File: src/common/qdr_rd_pkg.sv
package qdr_rd_pkg;

	// latency count covers every candidate tap of the read-valid shifter
	localparam int LAT_W = 3;
	localparam int LAT_NUM = 8;

	// the return FIFO depth is also the number of credits the user may hold
	localparam int RET_DEPTH = 4;
	localparam int RET_PTR_W = 2;
	localparam int RET_CNT_W = 3;

	localparam int ADDR_W = 16;
	localparam int DATA_W = 36;

	// one trial is a single issue cycle, a fixed wait window and a check cycle
	localparam int CAL_TRIAL_CYCLES = 12;
	localparam int CAL_WAIT_CYCLES = CAL_TRIAL_CYCLES - 2;
	localparam int CAL_WAIT_W = 4;

	typedef logic [LAT_W-1:0] lat_count_t;
	typedef logic [LAT_NUM-1:0] lat_vec_t;
	typedef logic [ADDR_W-1:0] addr_t;
	typedef logic [DATA_W-1:0] data_t;

	// the calibration word must differ from the idle bus value of zero
	localparam addr_t CAL_ADDR = 16'h0a5c;
	localparam data_t CAL_PATTERN = 36'h9_c3a5_5a3c;

	// registered read command as it leaves for the SRAM
	typedef struct packed {
		logic rd;
		addr_t addr;
	} mem_cmd_t;

	// read request from the calibrator or from the user port
	typedef struct packed {
		logic valid;
		addr_t addr;
	} rd_req_t;

	// head of the return FIFO
	typedef struct packed {
		logic valid;
		data_t data;
	} rd_rsp_t;

	typedef enum logic [2:0] {IDLE, ISSUE, WAIT, CHECK, DONE, FAIL} cal_state_t;

endpackage

File: src/rtl/read_cmd_arbiter.sv
`timescale 1ns/1ps

module read_cmd_arbiter (
	input logic pll_afi_clk,
	input logic reset_n,
	input qdr_rd_pkg::rd_req_t cal_req,
	input qdr_rd_pkg::rd_req_t user_req,
	output qdr_rd_pkg::mem_cmd_t mem_cmd,
	output logic issue,
	output logic issue_owner
);
	import qdr_rd_pkg::*;

	// a user request that lost against the calibrator waits here for one cycle
	rd_req_t hold;

	always_ff @(posedge pll_afi_clk or negedge reset_n)
	begin
		if (!reset_n)
		begin
			mem_cmd <= '0;
			issue <= 1'b0;
			issue_owner <= 1'b0;
			hold <= '0;
		end
		else
		begin
			if (cal_req.valid)
			begin
				// calibrator always wins and is tagged with owner 0
				mem_cmd.rd <= 1'b1;
				mem_cmd.addr <= cal_req.addr;
				issue <= 1'b1;
				issue_owner <= 1'b0;
				if (user_req.valid)
					hold <= user_req;
			end
			else if (hold.valid)
			begin
				// the held request goes first so user reads stay in order
				mem_cmd.rd <= 1'b1;
				mem_cmd.addr <= hold.addr;
				issue <= 1'b1;
				issue_owner <= 1'b1;
				hold <= user_req;
			end
			else if (user_req.valid)
			begin
				mem_cmd.rd <= 1'b1;
				mem_cmd.addr <= user_req.addr;
				issue <= 1'b1;
				issue_owner <= 1'b1;
			end
			else
			begin
				// address is left as it was, only the strobe drops
				mem_cmd.rd <= 1'b0;
				issue <= 1'b0;
				issue_owner <= 1'b0;
			end
		end
	end

	// the calibrator spaces its reads a full trial apart, so a collision never
	// finds the hold register still occupied
	a_hold_free: assert property (@(posedge pll_afi_clk) disable iff (!reset_n)
		(cal_req.valid && user_req.valid) |-> !hold.valid);

endmodule

File: src/read_path/read_latency_shifter.sv
`timescale 1ns/1ps

module read_latency_shifter (
	input logic pll_afi_clk,
	input logic reset_n,
	input logic issue,
	input logic issue_owner,
	output qdr_rd_pkg::lat_vec_t lat_shift,
	output qdr_rd_pkg::lat_vec_t owner_shift
);
	import qdr_rd_pkg::*;

	// owner is only meaningful together with a valid read
	logic owner_in;

	assign owner_in = issue & issue_owner;

	// tap k holds the read that was issued k+1 cycles ago
	always_ff @(posedge pll_afi_clk or negedge reset_n)
	begin
		if (!reset_n)
		begin
			lat_shift <= '0;
		end
		else
		begin
			lat_shift <= {lat_shift[LAT_NUM-2:0], issue};
		end
	end

	// the owner bits age in lock step with the valid bits
	always_ff @(posedge pll_afi_clk or negedge reset_n)
	begin
		if (!reset_n)
		begin
			owner_shift <= '0;
		end
		else
		begin
			owner_shift <= {owner_shift[LAT_NUM-2:0], owner_in};
		end
	end

endmodule

File: src/read_path/read_valid_selector.sv
`timescale 1ns/1ps

module read_valid_selector (
	input logic pll_afi_clk,
	input logic reset_n,
	input qdr_rd_pkg::lat_vec_t lat_shift,
	input qdr_rd_pkg::lat_vec_t owner_shift,
	input qdr_rd_pkg::lat_count_t lat_count,
	output logic read_valid,
	output logic read_owner
);
	import qdr_rd_pkg::*;

	lat_vec_t sel_next;
	lat_vec_t sel_reg;
	lat_vec_t valid_hit;
	lat_vec_t owner_hit;

	// one-hot decode of the latency count into a shifter tap
	assign sel_next = lat_vec_t'(1) << lat_count;

	// the select comes out of reset pointing at tap 0 so it is always one-hot
	always_ff @(posedge pll_afi_clk or negedge reset_n)
	begin
		if (!reset_n)
			sel_reg <= lat_vec_t'(1);
		else
			sel_reg <= sel_next;
	end

	assign valid_hit = sel_reg & lat_shift;
	assign owner_hit = sel_reg & owner_shift;

	// read_valid lands in the cycle the SRAM drives the matching word
	always_ff @(posedge pll_afi_clk or negedge reset_n)
	begin
		if (!reset_n)
		begin
			read_valid <= 1'b0;
			read_owner <= 1'b0;
		end
		else
		begin
			read_valid <= |valid_hit;
			read_owner <= |owner_hit;
		end
	end

	a_sel_onehot: assert property (@(posedge pll_afi_clk) disable iff (!reset_n)
		$onehot(sel_reg));

endmodule

File: src/read_path/read_return_fifo.sv
`timescale 1ns/1ps

module read_return_fifo (
	input logic pll_afi_clk,
	input logic reset_n,
	input logic push,
	input qdr_rd_pkg::data_t wdata,
	input logic pop,
	input logic cal_done,
	output qdr_rd_pkg::rd_rsp_t user_rsp,
	output logic credit
);
	import qdr_rd_pkg::*;

	data_t mem [RET_DEPTH];
	logic [RET_PTR_W-1:0] wr_ptr;
	logic [RET_PTR_W-1:0] rd_ptr;
	logic [RET_PTR_W-1:0] rd_ptr_next;
	logic [RET_CNT_W-1:0] count;
	logic [RET_CNT_W-1:0] head_left;
	logic pop_ok;
	logic cal_done_q;
	logic granted;
	logic [RET_CNT_W-1:0] init_left;

	// a pop is only honoured while the head is actually showing a word
	assign pop_ok = pop & user_rsp.valid;
	assign rd_ptr_next = rd_ptr + RET_PTR_W'(pop_ok);
	assign head_left = count - RET_CNT_W'(pop_ok);

	// the data array is written at the tail on every push
	always_ff @(posedge pll_afi_clk)
	begin
		if (push)
			mem[wr_ptr] <= wdata;
	end

	always_ff @(posedge pll_afi_clk or negedge reset_n)
	begin
		if (!reset_n)
		begin
			wr_ptr <= '0;
			rd_ptr <= '0;
			count <= '0;
			user_rsp <= '0;
		end
		else
		begin
			wr_ptr <= wr_ptr + RET_PTR_W'(push);
			rd_ptr <= rd_ptr_next;
			count <= head_left + RET_CNT_W'(push);
			// head register shows the oldest entry left after this pop, which
			// puts a pushed word on user_rsp two cycles after its push
			user_rsp.valid <= (head_left != '0);
			user_rsp.data <= mem[rd_ptr_next];
		end
	end

	// the first cal_done grants the full credit pool, one pulse per cycle
	// after that every pop hands exactly one credit back
	always_ff @(posedge pll_afi_clk or negedge reset_n)
	begin
		if (!reset_n)
		begin
			cal_done_q <= 1'b0;
			granted <= 1'b0;
			init_left <= '0;
			credit <= 1'b0;
		end
		else
		begin
			cal_done_q <= cal_done;
			if (cal_done && !cal_done_q && !granted)
			begin
				granted <= 1'b1;
				init_left <= RET_CNT_W'(RET_DEPTH);
			end
			else if (init_left != '0)
				init_left <= init_left - 1'b1;
			// no data can be popped before the initial credits are spent
			credit <= (init_left != '0) | pop_ok;
		end
	end

	a_no_overflow: assert property (@(posedge pll_afi_clk) disable iff (!reset_n)
		push |-> (count != RET_CNT_W'(RET_DEPTH)) || pop_ok);

endmodule

File: src/rtl/read_latency_calibrator.sv
`timescale 1ns/1ps

module read_latency_calibrator (
	input logic pll_afi_clk,
	input logic reset_n,
	input logic cal_start,
	input logic rd_strobe,
	input qdr_rd_pkg::data_t rdata,
	output qdr_rd_pkg::rd_req_t cal_req,
	output qdr_rd_pkg::lat_count_t lat_count,
	output logic cal_done,
	output logic cal_fail
);
	import qdr_rd_pkg::*;

	cal_state_t state;
	logic [CAL_WAIT_W-1:0] wait_cnt;
	logic hit;
	logic match;

	// the calibration word only shows up when the strobe lines up with the data
	assign match = rd_strobe && (rdata == CAL_PATTERN);

	always_ff @(posedge pll_afi_clk or negedge reset_n)
	begin
		if (!reset_n)
		begin
			state <= IDLE;
			lat_count <= '0;
			wait_cnt <= '0;
			hit <= 1'b0;
		end
		else if (cal_start)
		begin
			// a restart drops any lock and sweeps again from the shortest latency
			state <= ISSUE;
			lat_count <= '0;
			hit <= 1'b0;
		end
		else
		begin
			case (state)
				IDLE:
				begin
					// calibration begins on its own once reset is released
					state <= ISSUE;
				end
				ISSUE:
				begin
					hit <= 1'b0;
					wait_cnt <= CAL_WAIT_W'(CAL_WAIT_CYCLES - 1);
					state <= WAIT;
				end
				WAIT:
				begin
					// the window covers the longest candidate latency
					if (match)
						hit <= 1'b1;
					if (wait_cnt == '0)
						state <= CHECK;
					else
						wait_cnt <= wait_cnt - 1'b1;
				end
				CHECK:
				begin
					if (hit)
						state <= DONE;
					else if (lat_count == lat_count_t'(LAT_NUM - 1))
						state <= FAIL;
					else
					begin
						lat_count <= lat_count + 1'b1;
						state <= ISSUE;
					end
				end
				DONE:
				begin
					state <= DONE;
				end
				FAIL:
				begin
					state <= FAIL;
				end
				default:
				begin
					state <= IDLE;
				end
			endcase
		end
	end

	// one read of the fixed address per trial
	assign cal_req.valid = (state == ISSUE);
	assign cal_req.addr = CAL_ADDR;

	// lat_count keeps its locked value while DONE is held
	assign cal_done = (state == DONE);
	assign cal_fail = (state == FAIL);

	// calibration reads can only come back inside the wait window of their trial
	a_strobe_in_window: assert property (@(posedge pll_afi_clk) disable iff (!reset_n)
		rd_strobe |-> (state == WAIT));

endmodule

File: src/rtl/qdr_read_subsystem.sv
`timescale 1ns/1ps

module qdr_read_subsystem (
	input logic pll_afi_clk,
	input logic reset_n,
	input logic cal_start,
	input qdr_rd_pkg::rd_req_t user_req,
	input logic pop,
	input qdr_rd_pkg::data_t mem_rdata,
	output qdr_rd_pkg::mem_cmd_t mem_cmd,
	output qdr_rd_pkg::rd_rsp_t user_rsp,
	output logic credit,
	output logic cal_done,
	output logic cal_fail
);
	import qdr_rd_pkg::*;

	rd_req_t cal_req;
	logic issue;
	logic issue_owner;
	lat_vec_t lat_shift;
	lat_vec_t owner_shift;
	lat_count_t lat_count;
	logic read_valid;
	logic read_owner;
	logic rd_strobe;
	logic push;

	read_cmd_arbiter u_arbiter (
		.pll_afi_clk (pll_afi_clk),
		.reset_n (reset_n),
		.cal_req (cal_req),
		.user_req (user_req),
		.mem_cmd (mem_cmd),
		.issue (issue),
		.issue_owner (issue_owner)
	);

	read_latency_shifter u_shifter (
		.pll_afi_clk (pll_afi_clk),
		.reset_n (reset_n),
		.issue (issue),
		.issue_owner (issue_owner),
		.lat_shift (lat_shift),
		.owner_shift (owner_shift)
	);

	read_valid_selector u_selector (
		.pll_afi_clk (pll_afi_clk),
		.reset_n (reset_n),
		.lat_shift (lat_shift),
		.owner_shift (owner_shift),
		.lat_count (lat_count),
		.read_valid (read_valid),
		.read_owner (read_owner)
	);

	// owner 0 data feeds the calibrator, owner 1 data goes to the user FIFO
	assign rd_strobe = read_valid & ~read_owner;
	assign push = read_valid & read_owner;

	read_return_fifo u_fifo (
		.pll_afi_clk (pll_afi_clk),
		.reset_n (reset_n),
		.push (push),
		.wdata (mem_rdata),
		.pop (pop),
		.cal_done (cal_done),
		.user_rsp (user_rsp),
		.credit (credit)
	);

	read_latency_calibrator u_calibrator (
		.pll_afi_clk (pll_afi_clk),
		.reset_n (reset_n),
		.cal_start (cal_start),
		.rd_strobe (rd_strobe),
		.rdata (mem_rdata),
		.cal_req (cal_req),
		.lat_count (lat_count),
		.cal_done (cal_done),
		.cal_fail (cal_fail)
	);

endmodule

File: config.mk
export PLATFORM = sky130hd
export DESIGN_NAME = qdr_read_subsystem
export DESIGN_NICKNAME = d
export VERILOG_FILES = /design/src/common/qdr_rd_pkg.sv /design/src/rtl/read_cmd_arbiter.sv /design/src/read_path/read_latency_shifter.sv /design/src/read_path/read_valid_selector.sv /design/src/read_path/read_return_fifo.sv /design/src/rtl/read_latency_calibrator.sv /design/src/rtl/qdr_read_subsystem.sv
export SDC_FILE = /design/constraint.sdc
export NUM_CORES = 1
export LEC_CHECK = 0
export BUFFER_PORTS_ARGS = -buffer_cell sky130_fd_sc_hd__buf_2
export CAP_MARGIN = 20
export CORE_MARGIN = 2
export CORE_UTILIZATION = 52
export CTS_CLUSTER_DIAMETER = 150
export DETAILED_ROUTE_END_ITERATION = 10
export PLACE_DENSITY = 0.77
export SYNTH_ARGS = -nofsm -noshare
export SYNTH_HDL_FRONTEND = slang
export SYNTH_HIERARCHICAL = 1
export SYNTH_SLANG_ARGS = --single-unit
File: constraint.sdc
create_clock -name pll_afi_clk -period 3.8 [get_ports pll_afi_clk]
set_input_delay 0 -clock pll_afi_clk [delete_from_list [all_inputs] [get_ports pll_afi_clk]]
set_output_delay 0 -clock pll_afi_clk [all_outputs]
set_load 0.05 [all_outputs]
==> summary.md <==
| Metric | Value |
|---|---|
| Run status | `completed` |
| Post-synth EDFFs | `144` |
| Max reg flops | `144` |
| H-tree levels | `1` |
| Post-synth top flop | `edfxtp_1` |
| Drt drc | `0` |
| Most numerous cell in the Yosys netlist | `edfxtp_1` |
| Via density | `5.32` |
| Sequential share of the synthesized area | `72.5%` |
| Initial antenna violation count | `3` |
| Minimum clock period | `2480 ps` |
| Clk_lat worst skew | `540 ps` |
| VDD IR max | `0.399 mV` |
| Fin. Hold Viols | `0` |
| Synth top area share | `42.5%` |
| Initial Util | `52.7%` |
| Gate Count Post-Synth | `550` |
| Total Die Area | `20700 µm²` |
| Leakage | `5.07 nW` |
| Regs by FF count | `u_fifo/mem (144), u_fifo/user_rsp (37), u_arbiter/hold (17)` |
| CP cell instances | `and2_1, ha_2, buf_4, mux4_1` |
| Post-CTS Setup Repair Bufs | `0` |
| Top cells by instance count after synthesis | `edfxtp_1, dfrtp_1, mux4_1` |
| Total negative slack | `0 ps` |
| Layout area overhead | `22.5%` |
| CP max FO | `20` |
| Grt ovf | `0` |
| Largest net degree at the start of global routing | `59` |
| Final wirelength | `19300 µm` |
| P per Cell Area | `783 nW/µm²` |
| Max_cap viols | `0` |
| Slowest stage delay, CP | `680 ps` |
| Syn_area_per_cell | `18.5 µm²` |
| Logic gate share of total power | `30.1%` |
| Slowest library cell on the worst path | `ha_2` |
| Vias in the first global route | `5824` |
| Non-Filler Instances | `1022` |
| Fill cell count | `1350` |
| Dpl ws | `1360 ps` |
| Post-layout util | `64.5%` |
| Pwr Total | `9.76 mW` |
| P_int | `6.52 mW` |
| Clock-pin transition on the worst setup and hold timing paths | `60 ps` |
| Setup Skew | `16.9 ps` |
| FFs w/ async S/R, synth | `45.9%` |
| DP Wirelength | `11500 µm` |
| Routed via count | `5438` |
| Total track usage | `19.1%` |
| Top reg by flops | `u_fifo/mem` |
| Crit. End Element | `register` |
| Clk buf depth | `3` |
| Sink Count | `266` |
| Cell family with most CP delay | `adder cells` |
| Synthesized area | `10200 µm²` |
| CTS Buf Count | `27` |
| Setup CP Type | `register to register` |
| Die width | `144 µm` |
| Inst Count DP | `913` |
| Tcrit/Tclk final | `65.1%` |
| Sw power | `3.24 mW` |
| RSZ-0062 raised after global routing | `false` |
| Post-CTS Hold Buffers | `56` |
| # IOs | `114` |
| 1st-pass router iterations | `4` |
| Max Freq | `404 MHz` |
| Row count | `51` |
| YS warnings | `6` |
| First-pass GRT wire length | `30400 µm` |
| Detail Route Antenna Nets | `0` |
| CP Data Arrival Time | `2870 ps` |
| Largest area contributor in the netlist | `edfxtp_1` |
| Buffers on Ports | `113` |
| Final RePlAce weighted congestion | `0.750` |
| Post-synth cell types | `54` |
| Routed length per instance | `18.9 µm` |
| # setup viols final | `0` |
| Slew @ Worst Pin | `1010 ps` |
| Std-Cell Core Area | `19300 µm²` |
| Seq cells post-synth | `266` |
| Top post-synthesis cells by area | `edfxtp_1, dfrtp_1, mux4_1` |
| Die extent in y | `144 µm` |
| Crit path buf inv count | `1` |
| Seq pwr share | `41.1%` |
| Final net count | `801` |
| Post-CTS sizing | `0` |
| Slew HR | `32.4%` |
| Worst EP required | `4190 ps` |
| Startpoint Class | `register` |
| Root Driver | `clkbuf_16` |
| Slew Viols, Final | `0` |
| CTS tree | `yes` |
| DRC marker count from the first detailed-route iteration | `263` |
| Final Worst Setup Slack | `1320 ps` |
| Sw Share | `33.2%` |
| Share of layout cells above drive strength 1 | `26.9%` |
| Worst Hold Class | `input pin to async pin` |
| Clock power frac | `28.8%` |
## worst paths after layout
path | cells past startpoint | endpoint | slack [ps] | from
setup / recovery | 4 | u_fifo/user_rsp[18]$_DFF_PN0_ | 1320 | u_fifo/user_rsp[36]$_DFF_PN0_
hold / removal | 2 | u_fifo/user_rsp[33]$_DFF_PN0_ | 60 | reset_n
setup reg to reg | 4 | u_fifo/user_rsp[18]$_DFF_PN0_ | 1320 | u_fifo/user_rsp[36]$_DFF_PN0_
hold reg to reg | 0 | u_shifter/lat_shift[4]$_DFF_PN0_ | 380 | u_shifter/lat_shift[3]$_DFF_PN0_
max in group asynchronous | 3 | u_arbiter/mem_cmd[3]$_DFFE_PN0P_ | 2730 | reset_n
min in group pll_afi_clk | 2 | u_fifo/mem[2][12]$_DFFE_PP_ | 230 | mem_rdata[12]
## through the flow
stage | area, µm² | hold slack, ps
after global placement | 10900 | 89.9
after global routing | 12500 | 120
after detailed placement | 10900 | 117
after CTS | 12500 | 79.5
final | 12500 | 60.4
after floorplan | 10200 | -296
## placed cells by master (no fill, tap or decap), types with 4 or more instances in the layout
master / n
bufinv_16: 5
mux2_2: 6
nor3_1: 4
clkbuf_16: 28
and3b_1: 16
inv_1: 13
a22oi_1: 25
dlygate4sd3_1: 56
nor2_1: 16
nand2b_1: 7
dfrtp_1: 121
mux4_2: 4
ha_1: 10
buf_4: 8
o21ai_0: 23
nor3b_1: 4
edfxtp_1: 144
buf_2: 112
conb_1: 16
mux2_4: 10
a21oi_1: 19
mux4_1: 32
clkinv_2: 7
## worst register-to-register path: stages, from the launching register on
cell and delay [ps]:
dfrtp_1 380, and2_1 150, ha_2 690, buf_4 450, mux4_1 670
## layer usage
layer | global-route usage, % | share of wire [%]
met4 | 4.28 | 1.7
met3 | 4.07 | 5.8
met5 | 0 | 0
met2 | 34.1 | 52
met1 | 24.2 | 40
## power groups by stage
stage	Clock [mW]	Combinational, mW	Sequential [mW]
6_report	2.81	2.94	4.01
5_1_grt	3.01	3.13	4.07
4_1_cts	2.88	2.97	4.02
3_5_place_dp	0	2.90	4.06
3_3_place_gp	0	2.78	4.02
2_1_floorplan	0	1.41	4.89
## cells by family after synthesis
| kind of cell | synth area share (%) |
|---|---|
| flops | 72.5 |
| simple gates | 5.95 |
| compound gates | 4.31 |
| mux | 11.8 |
| buf+inv | 3.37 |
| fa+ha+maj | 1.35 |
| xor+xnor | 0.700 |
| other cells | 0.0737 |
## final cells by class
type / instances / area (µm²) / share of cell area, %
diodes: 3 / 7.51 / 0.0602
inverters: 13 / 48.8 / 0.391
well taps: 265 / 332 / 2.66
flip-flops and latches: 266 / 7380 / 59.1
multi-input cells: 248 / 2540 / 20.3
clock inverters: 16 / 216 / 1.74
repair buffers: 177 / 1200 / 9.63
clock buffers: 34 / 753 / 6.04
Note: power is estimated with default switching activity, not from simulation.
